--- src/tpu_cfg.svh ---
// Sizes are tied together: a buffer word must hold exactly TPU_SA_SIZE operands of TPU_DATA_BITS
`ifndef TPU_CFG_SVH
`define TPU_CFG_SVH

// ==================================================
// Data widths
// ==================================================
`define TPU_WORD_BITS    32
`define TPU_DATA_BITS    8
`define TPU_ACC_BITS     32
// Array side, also the number of bytes per word
`define TPU_SA_SIZE      4

// Buffer geometry and command fields
`define TPU_BUF_DEPTH    576
`define TPU_ADDR_BITS    10
`define TPU_K_BITS       10
`define TPU_OP_BITS      7

// Zero point added to each A operand
`define TPU_INPUT_OFFSET 128
// Extra compute cycles so the last wavefront leaves the array
`define TPU_DRAIN_CYCLES 8

`endif

--- src/tpu_pkg.sv ---
// Types follow the widths in tpu_cfg.svh; opcodes 0 and 22 to 127 are left unassigned
`default_nettype none

`include "tpu_cfg.svh"

package tpu_pkg;

    // ==================================================
    // Command opcodes, taken from function id bits 9:3
    // ==================================================
    typedef enum logic [`TPU_OP_BITS-1:0] {
        op_reserved     = `TPU_OP_BITS'(0),
        op_write_a      = `TPU_OP_BITS'(1),
        op_write_b      = `TPU_OP_BITS'(2),
        op_start        = `TPU_OP_BITS'(3),
        op_read_busy    = `TPU_OP_BITS'(4),
        // C[0][0] .. C[3][3] sit on 5 .. 20, row major
        op_read_c_first = `TPU_OP_BITS'(5),
        op_read_c_last  = `TPU_OP_BITS'(20),
        op_set_k        = `TPU_OP_BITS'(21)
    } tpu_op_t;

    // Sequencer states
    typedef enum logic [1:0] {
        st_idle,
        st_compute,
        st_write_back
    } tpu_state_t;

    // ==================================================
    // Data types
    // ==================================================
    typedef logic [`TPU_WORD_BITS-1:0] word_t;
    typedef logic signed [`TPU_DATA_BITS-1:0] operand_t;
    typedef logic signed [`TPU_ACC_BITS-1:0] acc_t;

    // Indexed as result[row][col]
    typedef acc_t [`TPU_SA_SIZE-1:0][`TPU_SA_SIZE-1:0] result_t;

endpackage

`default_nettype wire

--- src/tpu_ctrl.sv ---
// K is latched only by set_k; start is ignored unless idle, and addresses wrap at TPU_ADDR_BITS
`timescale 1ns/1ns
`default_nettype none

`include "tpu_cfg.svh"

module tpu_ctrl (
    input  wire logic                      clk,
    input  wire logic                      rst_n,
    input  wire logic                      set_k,
    input  wire logic [`TPU_K_BITS-1:0]    k_value,
    input  wire logic                      start,
    output logic [`TPU_ADDR_BITS-1:0]      rd_addr,
    output logic                           feed,
    output logic                           run,
    output logic                           capture,
    output logic                           busy
);

    tpu_pkg::tpu_state_t state;
    tpu_pkg::tpu_state_t state_next;

    logic [`TPU_K_BITS-1:0] k_reg;
    // One bit wider so K plus drain cannot wrap
    logic [`TPU_K_BITS:0]   step_cnt;
    logic [`TPU_K_BITS:0]   last_step;
    logic [1:0]             wb_cnt;

    assign last_step = k_reg + (`TPU_K_BITS+1)'(`TPU_DRAIN_CYCLES);

    assign run     = (state == tpu_pkg::st_compute);
    assign capture = (state == tpu_pkg::st_write_back);
    assign feed    = run && (step_cnt < {1'b0, k_reg});

    // ==================================================
    // Sequencer
    // ==================================================
    always_comb begin
        case (state)
            tpu_pkg::st_idle:       state_next = start ? tpu_pkg::st_compute : tpu_pkg::st_idle;
            tpu_pkg::st_compute:    state_next = (step_cnt == last_step) ?
                                                 tpu_pkg::st_write_back : tpu_pkg::st_compute;
            tpu_pkg::st_write_back: state_next = (wb_cnt == 2'd3) ?
                                                 tpu_pkg::st_idle : tpu_pkg::st_write_back;
            default:                state_next = tpu_pkg::st_idle;
        endcase
    end

    always_ff @(posedge clk or negedge rst_n) begin
        if (!rst_n) begin
            state    <= tpu_pkg::st_idle;
            k_reg    <= '0;
            step_cnt <= '0;
            wb_cnt   <= '0;
            busy     <= 1'b0;
        end else begin
            state    <= state_next;
            step_cnt <= run ? step_cnt + 1'b1 : '0;
            wb_cnt   <= capture ? wb_cnt + 1'b1 : '0;
            if (set_k) begin
                k_reg <= k_value;
            end
            // Drops one cycle after the return to idle
            if (start) begin
                busy <= 1'b1;
            end else if (state == tpu_pkg::st_idle) begin
                busy <= 1'b0;
            end
        end
    end

    // Shared A/B read address, one word ahead of the data in use
    always_ff @(posedge clk or negedge rst_n) begin
        if (!rst_n) begin
            rd_addr <= '0;
        end else begin
            case (state)
                tpu_pkg::st_idle:    rd_addr <= start ? rd_addr + 1'b1 : '0;
                tpu_pkg::st_compute: begin
                    if (step_cnt <= {1'b0, k_reg}) begin
                        rd_addr <= rd_addr + 1'b1;
                    end
                end
                // Back at word 0 before the controller reaches idle
                default:             rd_addr <= '0;
            endcase
        end
    end

endmodule

`default_nettype wire

--- config.mk ---
export PLATFORM = sky130hd
export DESIGN_NAME = tpu_ctrl
export DESIGN_NICKNAME = d
export VERILOG_FILES = /design/src/tpu_pkg.sv /design/src/tpu_ctrl.sv
export VERILOG_INCLUDE_DIRS = /design/src /design/src/src
export SDC_FILE = /design/constraint.sdc
export NUM_CORES = 1
export LEC_CHECK = 0
export ABC_AREA = 1
export BUFFER_PORTS_ARGS = -buffer_cell sky130_fd_sc_hd__buf_2
export CAP_MARGIN = 15
export CORE_UTILIZATION = 57
export DETAILED_ROUTE_END_ITERATION = 8
export PLACE_DENSITY = 0.79
export SYNTH_ARGS = -nofsm -noshare
export SYNTH_HDL_FRONTEND = slang
export SYNTH_SLANG_ARGS = --single-unit
--- constraint.sdc ---
create_clock -name clk -period 2.09 [get_ports clk]
set_input_delay 0.418 -clock clk [delete_from_list [all_inputs] [get_ports clk]]
set_output_delay 0.418 -clock clk [all_outputs]
set_load 0.02 [all_outputs]
==> impl_metrics.env <==
export IMPL_status="finished with violations"
export IMPL_violations="setup timing"
export IMPL_hp_class="input pin to async pin"
export IMPL_overflow=0
export IMPL_fmax_mhz=475
export IMPL_synth_common_cells="nand2_1, inv_1, dfrtp_1"
export IMPL_netlist_instances=287
export IMPL_final_util_pct=71.2
export IMPL_insertion_delay_ns=0.28
export IMPL_power_leakage_nw=1.37
export IMPL_drtIter0Drc=137
export IMPL_die_area_um2=4060
export IMPL_clkTransAtPathRegs_ns=0.07
export IMPL_fin_nets=359
export IMPL_cts_root_buf="clkbuf_8"
export IMPL_pwr_share_clk_pct=18.7
export IMPL_pwr_share_comb_pct=43.7
export IMPL_vias_per_cell=5.14
export IMPL_period_needed_ns=2.11
export IMPL_whs_ns=0.225
export IMPL_synth_nets=315
export IMPL_htree_levels=2
export IMPL_worstSetupStartpointType="flip-flop"
export IMPL_cp_arrival_ns=1.69
export IMPL_syn_area_per_cell_um2=7.57
export IMPL_required_ns=1.67
export IMPL_p_int_w=0.00160
export IMPL_dp_hpwl_mm=3.26
export IMPL_first_pass_iters=4
export IMPL_cts_sink_count=36
export IMPL_synth_seq_cells=36
export IMPL_grt_max_degree=37
export IMPL_seqCellArea_um2=902
export IMPL_area_growth_pct=20.0
export IMPL_die_y_um=63.8
export IMPL_cts_hold_buffers=0
export IMPL_fin_crit_sh_pct=101
export IMPL_finalSetupViolations=1
export IMPL_fillCellCount=297
export IMPL_wl_per_cell_um=12.2
export IMPL_die_w_um=63.8
export IMPL_switching_share_pct=41.5
export IMPL_gp_congestion=0.814
export IMPL_p_switching_w=0.00114
export IMPL_synth_edf_count=0
export IMPL_drv_slew=0
export IMPL_num_vias=1952
export IMPL_hold_violations=0
export IMPL_grt_pass1_vias=1713
export IMPL_synthArstFlopShare_pct=100
export IMPL_synth_flop_cell="dfrtp_1"
export IMPL_grtUsageTotal_pct=25.3
export IMPL_maxCapViolCount=0
export IMPL_cellPowerDensity_nw_per_um2=1050
export IMPL_wl_mm=4.65
export IMPL_seqPwrFrac_pct=37.6
export IMPL_cp_max_fo=3
export IMPL_synth_area_leader_cell="dfrtp_1"
export IMPL_max_clock_path_buffers=2
export IMPL_drc=0
export IMPL_synth_most_common_cell="nand2_1"
export IMPL_clock_skew_ns=0.00295
export IMPL_io_pins=28
export IMPL_largest_register_ffs=11
export IMPL_synth_distinct_cells=28
export IMPL_finalPower_w=0.00274
export IMPL_drive_above_1_share_pct=21.7
export IMPL_ys_seq_area_share_pct=41.5
export IMPL_drt_antenna_violating_nets=0
export IMPL_relSlewSlack_pct=44.7
export IMPL_core_um2=3660
export IMPL_tightest_slew_ns=0.830
export IMPL_stdcell_count=380
export IMPL_rsz0062_at_grt="yes"
export IMPL_io_buffers=27
export IMPL_ir_drop_v=0.000636
export IMPL_antenna_cells=0
export IMPL_initial_core_util_pct=59.4
export IMPL_cts_tree="done"
export IMPL_synth_cell_area_um2=2170
export IMPL_cts_made_buffers=5
export IMPL_rows=22
export IMPL_antenna_found_initial=0
export IMPL_worstSetupEndpointType="output port"
export IMPL_dp_cells=362
export IMPL_multiInputGateArea_um2=1150
export IMPL_synth_top_area_share_pct=41.5
export IMPL_tns_ns=-0.0154
export IMPL_crit_type="flip-flop to output port"
export IMPL_synth_area_leaders="dfrtp_1, nand2_1, ha_1, inv_1, o21ai_0"
export IMPL_finalWorstSetupSlack_ns=-0.0154
export IMPL_grt_pass1_wl_mm=7.85
export IMPL_synth_warnings=0
## critical path, stage by stage (launching register included)
cell	delay (ns)
dfrtp_1	0.41
ha_4	0.29
nand2_4	0.05
nor2_4	0.10
nand2_1	0.07
nor3_2	0.12
nand2_1	0.09
nand3_2	0.10
nor2_2	0.04
buf_6	0.13
## stage by stage
stage | instance area, µm² | setup WS, ns
detailed placement | 2370 | 0.193
floorplan | 2170 | 0.287
global route | 2610 | -0.0773
CTS | 2560 | -0.0971
global placement | 2370 | 0.220
finish | 2610 | -0.0154
## routing by layer
| layer | vias up | GRT usage, % | wire length, µm |
|---|---|---|---|
| met1 | 907 | 34.0 | 2200 |
| li1 | 1016 | - | - |
| met2 | 24 | 41.6 | 2280 |
| met5 | - | 0 | 0 |
| met4 | 0 | 7.10 | 48 |
| met3 | 5 | 4.82 | 127 |
## path summary, 6_finish.rpt
check | endpoint | slack, ns | startpoint | depth (start not counted)
setup / recovery | feed | -0.02 | step_cnt[9] | 9
hold / removal | rd_addr[1] | 0.23 | rst_n | 1
setup reg to reg | rd_addr[1] | 0.18 | step_cnt[9] | 12
hold reg to reg | wb_cnt[0] | 0.43 | wb_cnt[0] | 1
max in group asynchronous | k_reg[5] | 1.28 | rst_n | 1
min in group clk | k_reg[3] | 0.34 | k_value[3] | 3
## cells by family after synthesis
group                    share of synthesized area, %
adder cells (fa/ha/maj)                          8.06
AND/OR/NAND/NOR                                  28.4
AO/OA/AOI/OAI                                    11.0
buffers and inverters                            8.17
XOR/XNOR                                         2.42
flip-flops                                       41.5
multiplexers                                    0.518
## area by class of cell
type | count | share of cell area, %
clock buffer | 7 | 3.31
clock inverter | 1 | 0.288
inverter | 41 | 5.90
multi-input combinational | 206 | 44.1
sequential | 36 | 34.6
tap | 48 | 2.30
timing repair buffer | 41 | 9.45
## power by group through the flow
stage                     clock (W)  combinational (W)  sequential [W]
after detailed placement          0            0.00110         0.00104
after global routing       0.000562            0.00135         0.00106
after CTS                  0.000530            0.00116         0.00103
final                      0.000512            0.00120         0.00103
after global placement            0            0.00108         0.00104
after floorplan                   0           0.000724         0.00110
## cell usage in the layout (no fill, tap or decap)
| master | netlist | final |
|---|---|---|
| nand3_1 | 21 | 21 |
| nor2_4 | 0 | 1 |
| o21ai_0 | 23 | 22 |
| dfrtp_2 | 0 | 1 |
| buf_6 | 1 | 1 |
| ha_1 | 14 | 11 |
| nand3_2 | 2 | 2 |
| o2111a_1 | 1 | 1 |
| clkbuf_8 | 0 | 6 |
| nand2_1 | 79 | 78 |
| ha_4 | 0 | 3 |
| or2_2 | 1 | 1 |
| buf_4 | 0 | 14 |
| clkinvlp_4 | 0 | 1 |
| nor2_1 | 24 | 23 |
| and3_1 | 1 | 1 |
| nand4_1 | 5 | 5 |
| dfrtp_1 | 36 | 35 |
| nor3_1 | 2 | 2 |
| xor2_1 | 3 | 3 |
| o21ai_2 | 2 | 2 |
| a21oi_2 | 0 | 1 |
| xnor2_1 | 3 | 3 |
| a21oi_1 | 12 | 11 |
| nand2_2 | 2 | 2 |
| nor3_2 | 2 | 2 |
| mux2_2 | 1 | 1 |
| buf_2 | 1 | 26 |
| nor2_2 | 3 | 3 |
| clkbuf_1 | 2 | 1 |
| a211oi_1 | 4 | 4 |
| clkinv_1 | 1 | 1 |
| o21ai_1 | 1 | 2 |
| nand2_4 | 0 | 1 |
| inv_1 | 39 | 36 |
| inv_2 | 1 | 4 |
## timing repair
action                                  CTS  global route
setup buffers                             6             4
gates cloned                              0             0
resized for setup                        11             4
pin swaps                                 6             8
endpoints found under the setup margin    1             1
Note: power is estimated with default switching activity, not from simulation.
