<file path="src/tpu_cfg.svh">
// Sizes are tied together: a buffer word must hold exactly TPU_SA_SIZE operands of TPU_DATA_BITS
`ifndef TPU_CFG_SVH
`define TPU_CFG_SVH

// ==================================================
// Data widths
// ==================================================
`define TPU_WORD_BITS    32
`define TPU_DATA_BITS    8
`define TPU_ACC_BITS     32
// Array side, also the number of bytes per word
`define TPU_SA_SIZE      4

// Buffer geometry and command fields
`define TPU_BUF_DEPTH    576
`define TPU_ADDR_BITS    10
`define TPU_K_BITS       10
`define TPU_OP_BITS      7

// Zero point added to each A operand
`define TPU_INPUT_OFFSET 128
// Extra compute cycles so the last wavefront leaves the array
`define TPU_DRAIN_CYCLES 8

`endif

</file>
<file path="src/tpu_pkg.sv">
// Types follow the widths in tpu_cfg.svh; opcodes 0 and 22 to 127 are left unassigned
`default_nettype none

`include "tpu_cfg.svh"

package tpu_pkg;

    // ==================================================
    // Command opcodes, taken from function id bits 9:3
    // ==================================================
    typedef enum logic [`TPU_OP_BITS-1:0] {
        op_reserved     = `TPU_OP_BITS'(0),
        op_write_a      = `TPU_OP_BITS'(1),
        op_write_b      = `TPU_OP_BITS'(2),
        op_start        = `TPU_OP_BITS'(3),
        op_read_busy    = `TPU_OP_BITS'(4),
        // C[0][0] .. C[3][3] sit on 5 .. 20, row major
        op_read_c_first = `TPU_OP_BITS'(5),
        op_read_c_last  = `TPU_OP_BITS'(20),
        op_set_k        = `TPU_OP_BITS'(21)
    } tpu_op_t;

    // Sequencer states
    typedef enum logic [1:0] {
        st_idle,
        st_compute,
        st_write_back
    } tpu_state_t;

    // ==================================================
    // Data types
    // ==================================================
    typedef logic [`TPU_WORD_BITS-1:0] word_t;
    typedef logic signed [`TPU_DATA_BITS-1:0] operand_t;
    typedef logic signed [`TPU_ACC_BITS-1:0] acc_t;

    // Indexed as result[row][col]
    typedef acc_t [`TPU_SA_SIZE-1:0][`TPU_SA_SIZE-1:0] result_t;

endpackage

`default_nettype wire

</file>
<file path="src/operand_skew.sv">
// Lane i sees its byte i+1 cycles after the word; zeros go in whenever feed is low
`timescale 1ns/1ns
`default_nettype none

`include "tpu_cfg.svh"

module operand_skew (
    input  wire logic                                      clk,
    input  wire logic                                      rst_n,
    input  wire tpu_pkg::word_t                            word,
    input  wire logic                                      feed,
    input  wire logic                                      run,
    output tpu_pkg::operand_t [`TPU_SA_SIZE-1:0]           lane
);

    // ==================================================
    // One delay line per lane, longer further down
    // ==================================================
    for (genvar i = 0; i < `TPU_SA_SIZE; i++) begin : g_lane
        tpu_pkg::operand_t       head;
        tpu_pkg::operand_t [i:0] taps;

        // Most significant byte feeds lane 0
        assign head = feed ? word[`TPU_WORD_BITS-1-i*`TPU_DATA_BITS -: `TPU_DATA_BITS] : '0;

        always_ff @(posedge clk or negedge rst_n) begin
            if (!rst_n) begin
                taps <= '0;
            end else if (!run) begin
                taps <= '0;
            end else begin
                taps[0] <= head;
                for (int s = 1; s <= i; s++) begin
                    taps[s] <= taps[s-1];
                end
            end
        end

        assign lane[i] = taps[i];
    end

endmodule

`default_nettype wire

</file>
<file path="config.mk">
export PLATFORM = sky130hd
export DESIGN_NAME = operand_skew
export DESIGN_NICKNAME = d
export VERILOG_FILES = /design/src/tpu_pkg.sv /design/src/operand_skew.sv
export VERILOG_INCLUDE_DIRS = /design/src /design/src/src
export SDC_FILE = /design/constraint.sdc
export NUM_CORES = 1
export LEC_CHECK = 0
export BUFFER_PORTS_ARGS = -buffer_cell sky130_fd_sc_hd__buf_2
export CORE_UTILIZATION = 41
export CTS_CLUSTER_DIAMETER = 60
export DETAILED_ROUTE_END_ITERATION = 8
export SYNTH_ARGS = -nofsm -noshare
export SYNTH_HDL_FRONTEND = slang
export SYNTH_SLANG_ARGS = --single-unit
</file>
<file path="constraint.sdc">
create_clock -name clk -period 2 [get_ports clk]
set_input_delay 0.3 -clock clk [delete_from_list [all_inputs] [get_ports clk]]
set_output_delay 0.3 -clock clk [all_outputs]
set_load 0.01 [all_outputs]
</file>
==> results of run 1 <==
[repair_timing]
action | CTS | global route
endpoints found under the hold margin | 41 | 0
hold buffers | 1 | 0
setup endpoints to repair | 0 | 0
[power by group through the flow]
| stage | Sequential (mW) | Clock (mW) | Combinational, mW |
|---|---|---|---|
| floorplan | 1.70 | 0 | 0.0668 |
| global placement | 1.70 | 0 | 0.152 |
| detailed placement | 1.70 | 0 | 0.154 |
| CTS | 1.67 | 1.15 | 0.156 |
| global route | 1.67 | 1.23 | 0.171 |
| finish | 1.67 | 1.11 | 0.150 |
[logic make-up (layout without fill, tap and decap cells)]
kind of cell | Yosys count | count (layout) | synth area share
AND/OR/NAND/NOR | 80 | 80 | 0.187
flip-flops | 80 | 80 | 0.729
buffers and inverters | 35 | 86 | 0.0843
[Yosys cell counts]
master,number,share of area
and2_1,40,0.091
and2_2,8,0.022
and3_1,30,0.068
and3_2,2,0.0055
buf_2,3,0.0055
buf_4,24,0.066
clkbuf_1,3,0.0041
clkbuf_2,5,0.0091
dfrtp_1,80,0.73
[final timing paths]
| path | from | endpoint | slack (ps) | cells after the start |
|---|---|---|---|---|
| setup reg to reg | g_lane[1].taps[7] | lane[15] | 1360 | 1 |
| hold / removal | word[28] | g_lane[0].taps[4] | 210 | 2 |
| min in group asynchronous | rst_n | lane[12] | 490 | 2 |
| setup / recovery | g_lane[0].taps[1] | lane[1] | 860 | 1 |
| hold reg to reg | g_lane[3].taps[4] | g_lane[3].taps[12] | 450 | 1 |
| max in group asynchronous | rst_n | lane[19] | 940 | 3 |
[routing by layer]
metal,vias to the layer above,GRT usage,wire length (um)
met5,-,0,0
met4,0,0.103,64
met3,5,0.0415,272
met2,48,0.184,1770
met1,657,0.140,1540
li1,680,-,-
[state kept, by name, summed over array words and instances (netlist names)]
| name | flops |
|---|---|
| g_lane.taps | 56 |
| lane | 24 |
[through the flow]
step	area [sq um]	util	setup WS (ps)	instances	power, mW
finish	3190	0.497	862	323	2.92
global route	3190	0.497	805	323	3.07
CTS	3190	0.497	830	323	2.97
detailed placement	3000	0.467	787	307	1.85
global placement	3000	0.467	804	307	1.85
floorplan	2750	-	1230	195	1.77
[cell type report]
cell class                 instances  area share
clock inverter                     4      0.0141
sequential                        80       0.627
multi-input combinational         80       0.161
clock buffer                      11      0.0443
tap                               77      0.0302
timing repair buffer              71       0.124
==> metrics.txt, run 1 <==
max_slew headroom 0.646; share of layout cells above drive strength 1 0.382; Final Slew Violations 0; DR vias 1390; register bit count reported by yosys 80; Peak Freq 0.879 GHz; Cell variety after synth 9; outcome complete, but fails checks; largest net degree at the start of global routing 45; Std-Cell Rows 29; fillers 584; net switching fraction of the power 0.205; Max rail drop VDD 0.392 mV; H-tree depth 3; combinational power share 0.051; Setup Buffers After CTS 0; sequential power share 0.570; slowest CP cell dfrtp_1; Routed WL per cell 11.3 um; CP Cell Sequence buf_2; clock power share 0.378; grt total ovfl 0; HPWL after DPL 2240 um; Worst Setup End Kind output pin; CTS buffer count 9; Syn Area/Cell 14.1 sq um; routability cong. 0.629; Clock Path Buffers 2; CTS sink cnt 80; final setup vio count 0; Leak 1.86 nW; Int Pwr 2.32 mW; Detailed Routing Iterations Pass 1 6; fin crit share 0.569; root buffer cell clkbuf_8; die area 0.00703 sq mm; Worst Tran Pin Value 532 ps; most frequent cells in the layout dfrtp_1 (80), buf_2 (66), and2_1 (40), and3_1 (30), clkbuf_8 (10); # diodes 0; vias in the first global route 1410; TritonCTS clock tree yes; tightest hold margin 209 ps; Antenna Nets Post-Route 0; type of the most critical hold path in -> reg; CP delay by family, top flip-flops; Area Overhead vs Synth 16.3%; failing checks DRC; Sequential Area 0.00200 sq mm; DRC Markers 4; P_sw 0.600 mW; synthesized net count 231; port buffer count 67; Multi-input gate area 513 sq um; critical path type reg -> out; Die Y 83.8 um; total of max-cap violations 0; Final Hold Viols 0; clock-pin slew on the worst setup and hold paths 70 ps; setup TNS 0 ps; I/O pin total 68; max incr delay on CP 370 ps; first-pass GRT wire length 6400 um; core area 0.00642 sq mm; CP bufs+invs 1; register area share after synthesis 0.729; Initial Utilization 0.428; Chip Width 83.8 um; antenna violations before repair 0; Total Routing Usage GR 0.122; Mapped Area 0.00275 sq mm; cell count after synthesis 195; minimum clock period 1140 ps; RSZ-0062 raised after global routing no; total wire length 3650 um; Required @ worst endpoint 1700 ps; Worst Skew 3.14 ps; power per cell area 916 mW/mm^2; commonest non-fill, non-tap cell in the layout dfrtp_1; Worst EP arrival 840 ps; CTS resizes 0; routed vias/inst 4.30; NumNets Final 278; synth warn 0; Critical Path Fanout Max 1; Initial DRC Count 126; Worst-Skew Late Latency 330 ps; Worst setup SP type flip-flop
(Power assumes the default switching activity.)
==> run 2: changes to the inputs <==
--- a/config.mk
+++ b/config.mk
@@ -10,6 +10,7 @@
 export CORE_UTILIZATION = 41
 export CTS_CLUSTER_DIAMETER = 60
 export DETAILED_ROUTE_END_ITERATION = 8
+export PLACE_DENSITY = 0.67
 export SYNTH_ARGS = -nofsm -noshare
 export SYNTH_HDL_FRONTEND = slang
 export SYNTH_SLANG_ARGS = --single-unit
==> constraint.sdc (replaced) <==
create_clock -name clk -period 1 [get_ports clk]
set_input_delay 0.15 -clock clk [delete_from_list [all_inputs] [get_ports clk]]
set_output_delay 0.15 -clock clk [all_outputs]
set_load 0.01 [all_outputs]
==> metrics.txt, run 2 (synthesized netlist as in run 1, its figures left out) <==
Detailed Routing Iterations Pass 1 6; vias in the first global route 1414; Worst setup SP type flip-flop; post-route cell area 0.00330 sq mm; final setup vio count 0; CP Cell Sequence buf_2; Max rail drop VDD 0.994 mV; Required @ worst endpoint 850 ps; post-route setup slack 4.98 ps; clock-pin slew on the worst setup and hold paths 80 ps; Initial DRC Count 67; total wire length 3730 um; Setup Buffers After CTS 0; Final Power 6.35 mW; max reg flops 56; routed vias/inst 4.31; Std-Cell Rows 29; Peak Freq 1.01 GHz; Critical Path Fanout Max 1; CP delay by family, top flip-flops; DRC Markers 3; type of the most critical hold path in -> reg; H-tree depth 3; HPWL after DPL 2420 um; grt total ovfl 0; largest net degree at the start of global routing 63; Worst-Skew Late Latency 330 ps; antenna violations before repair 0; port buffer count 67; CP bufs+invs 1; post-placement cell count 310; Worst Setup End Kind output pin; die area 0.00703 sq mm; Leak 1.90 nW; core area 0.00642 sq mm; fin crit share 0.995; max incr delay on CP 380 ps; RSZ-0062 raised after global routing yes; # diodes 0; Worst Skew 5.84 ps; DR vias 1411; Initial Utilization 0.428; tightest hold margin 54.4 ps; Total Routing Usage GR 0.122; most frequent cells in the layout dfrtp_1 (80), buf_2 (63), and2_1 (40), and3_1 (30), clkbuf_8 (9); critical path type reg -> out; Worst Tran Pin Value 412 ps; final non-filler cell total 327; routability cong. 0.741; Clock Path Buffers 2; share of layout cells above drive strength 1 0.392; power per cell area 1930 mW/mm^2; minimum clock period 995 ps; I/O pin total 68; Worst EP arrival 850 ps; failing checks DRC; Place WS 190 ps; Top reg by flops g_lane.taps; max_slew headroom 0.726; outcome complete, but fails checks; CTS buffer count 9; dpl cell area 0.00303 sq mm; root buffer cell clkbuf_8; fillers 550; Die Y 83.8 um; commonest non-fill, non-tap cell in the layout dfrtp_1; Routed WL per cell 11.4 um; total of max-cap violations 0; Final Hold Viols 0; TritonCTS clock tree yes; CTS sink cnt 80; first-pass GRT wire length 6340 um; Area Overhead vs Synth 20.0%; Final Slew Violations 0; slowest CP cell dfrtp_1; NumNets Final 281; Antenna Nets Post-Route 0; Chip Width 83.8 um
-- run 2: changes by cell type in the layout (fill, tap and decap cells not counted), moves of 2 or more --
cell,delta
buf_2,-3
buf_4,+2
buf_6,+3
bufinv_16,+2
-- run 2: worst paths after layout --
| kind | start | end | slack, ps | depth (start not counted) |
|---|---|---|---|---|
| worst max-delay path | g_lane[0].taps[1] | lane[1] | 5 | 1 |
| worst min-delay path | word[17] | g_lane[1].taps[1] | 50 | 2 |
| worst max register to register | g_lane[2].taps[15] | lane[23] | 360 | 1 |
| worst min register to register | g_lane[2].taps[5] | g_lane[2].taps[13] | 450 | 1 |
| max in group asynchronous | rst_n | g_lane[0].taps[4] | 330 | 3 |
| min in group asynchronous | rst_n | lane[26] | 240 | 2 |
-- run 2: cell type report --
class                           count  area, sq um  share of cell area
Timing Repair Buffer               74          449               0.136
Tap cell                           77         96.3              0.0292
Sequential cell                    80         2000               0.607
Clock buffer                       10          128              0.0387
Clock inverter                      6          108              0.0326
Multi-Input combinational cell     80          513               0.156
-- run 2: layer usage --
metal,GRT usage,part of all wire
met1,0.133,0.40
met2,0.191,0.49
met3,0.0495,0.082
met4,0.0893,0.031
met5,0,0
-- run 2: per-stage QoR --
stage	utilization	setup TNS (ps)
after CTS	0.510	-52.1
final	0.513	0
after global placement	0.472	0
after floorplan	-	0
after global routing	0.513	-734
after detailed placement	0.472	0
-- run 2: repair_timing --
item / 4_1_cts / 5_1_grt
pin swaps: 0 / 0
setup endpoints to repair: 12 / 32
endpoints found under the hold margin: 71 / 0
hold buffers: 1 / 0
gates resized for setup: 0 / 3
-- run 2: report_power, final --
| part | switching, mW | internal (mW) | leakage [nW] |
|---|---|---|---|
| Combinational | 0.167 | 0.152 | 0.687 |
| Sequential | 0.0194 | 3.32 | 1.09 |
| Clock | 1.05 | 1.65 | 0.116 |
==> run 3: changes to the inputs <==
--- a/config.mk
+++ b/config.mk
@@ -7,10 +7,9 @@
 export NUM_CORES = 1
 export LEC_CHECK = 0
 export BUFFER_PORTS_ARGS = -buffer_cell sky130_fd_sc_hd__buf_2
-export CORE_UTILIZATION = 41
+export CORE_UTILIZATION = 37
 export CTS_CLUSTER_DIAMETER = 60
 export DETAILED_ROUTE_END_ITERATION = 8
-export PLACE_DENSITY = 0.67
 export SYNTH_ARGS = -nofsm -noshare
 export SYNTH_HDL_FRONTEND = slang
 export SYNTH_SLANG_ARGS = --single-unit
==> metrics.txt, run 3 (synthesized netlist as in run 1, its figures left out) <==
combinational power share 0.048; Area Overhead vs Synth 21.1%; CP delay by family, top flip-flops; Top reg by flops g_lane.taps; outcome complete, but fails checks; commonest non-fill, non-tap cell in the layout dfrtp_1; Std-Cell Rows 31; routability cong. 0.639; Worst Setup End Kind output pin; Routed WL per cell 11.2 um; Peak Freq 0.989 GHz; CP Cell Sequence buf_2; H-tree depth 3; RSZ-0062 raised after global routing yes; NumNets Final 278; DRC Markers 0; failing checks setup timing; DR vias 1392; first-pass GRT wire length 6290 um; Die Y 88.2 um; total wire length 3890 um; final non-filler cell total 346; max_slew headroom 0.725; minimum clock period 1010 ps; fin crit share 1.01; TritonCTS clock tree yes; HPWL after DPL 2300 um; largest net degree at the start of global routing 81; Place WS 163 ps; root buffer cell clkbuf_8; CTS sink cnt 80; Total Routing Usage GR 0.112; total of max-cap violations 0; Critical Path Fanout Max 1; grt total ovfl 0; Initial Utilization 0.381; port buffer count 67; final setup vio count 2; Worst Tran Pin Value 413 ps; max reg flops 56; CTS buffer count 9; routed vias/inst 4.02; Clock Path Buffers 2; Worst setup SP type flip-flop; Worst Skew 7.24 ps; Detailed Routing Iterations Pass 1 4; net switching fraction of the power 0.210; critical path type reg -> out; Required @ worst endpoint 850 ps; most frequent cells in the layout dfrtp_1 (80), buf_2 (61), and2_1 (40), and3_1 (30), clkbuf_8 (9); Worst-Skew Late Latency 340 ps; CP bufs+invs 1; sequential power share 0.512; share of layout cells above drive strength 1 0.389; post-placement cell count 329; core area 0.00721 sq mm; clock power share 0.440; antenna violations before repair 0; P_sw 1.37 mW; I/O pin total 68; Leak 1.89 nW; Max rail drop VDD 0.692 mV; Worst EP arrival 860 ps; # diodes 0; Final Hold Viols 0; Initial DRC Count 74; Chip Width 88.2 um; Antenna Nets Post-Route 0; clock-pin slew on the worst setup and hold paths 80 ps; Int Pwr 5.15 mW; type of the most critical hold path in -> reg; post-route setup slack -11.2 ps; slowest CP cell dfrtp_1; die area 0.00777 sq mm; power per cell area 1960 mW/mm^2; Final Slew Violations 0; vias in the first global route 1320; max incr delay on CP 390 ps
==> run 3: power by group through the flow <==
stage               registers (mW)  logic [mW]  clock network [mW]
floorplan                     3.40       0.134                   0
global placement              3.40       0.315                   0
detailed placement            3.40       0.320                   0
CTS                           3.34       0.323                2.96
global route                  3.35       0.361                3.10
finish                        3.34       0.316                2.87
==> run 3: repair_timing <==
| item | CTS | global route |
|---|---|---|
| hold endpoints to repair | 80 | 0 |
| hold buffers | 1 | 0 |
| endpoints found under the setup margin | 29 | 32 |
| setup buffers | 0 | 0 |
| resized for setup | 1 | 4 |
| cloned | 0 | 0 |
==> run 3: cell type report <==
cell class,count,area (sq um)
flip-flops and latches,80,2000
repair buffers,71,439
fillers,675,3890
well taps,99,124
multi-input cells,80,513
clock buffers,9,124
clock inverters,7,125
==> run 3: path summary, 6_finish.rpt <==
kind,cells after the start,slack [ps],endpoint,startpoint
max in group asynchronous,3,330,g_lane[0].taps[2],rst_n
max reg2reg,1,360,lane[8],g_lane[1].taps[0]
max,1,-10,lane[8],lane[8]
min reg2reg,1,450,g_lane[3].taps[8],g_lane[3].taps[0]
min,2,50,g_lane[0].taps[4],word[28]
min in group asynchronous,2,210,g_lane[3].taps[20],rst_n
==> run 3: through the flow <==
stage                      util  instance area, sq um  hold slack, ps  setup TNS (ps)  total power [mW]
after floorplan               -                  2750            -146               0              3.54
after global placement    0.421                  3040            42.4               0              3.71
after detailed placement  0.421                  3040            40.6               0              3.72
after CTS                 0.458                  3300            29.7            -329              6.62
after global routing      0.461                  3330            35.1            -816              6.81
final                     0.461                  3330            49.7           -14.5              6.52
==> run 3: layer usage <==
| layer | track usage | wire, um |
|---|---|---|
| met2 | 0.163 | 1780 |
| met4 | 0.0748 | 108 |
| met3 | 0.0424 | 245 |
| met1 | 0.139 | 1750 |
| met5 | 0 | 0 |
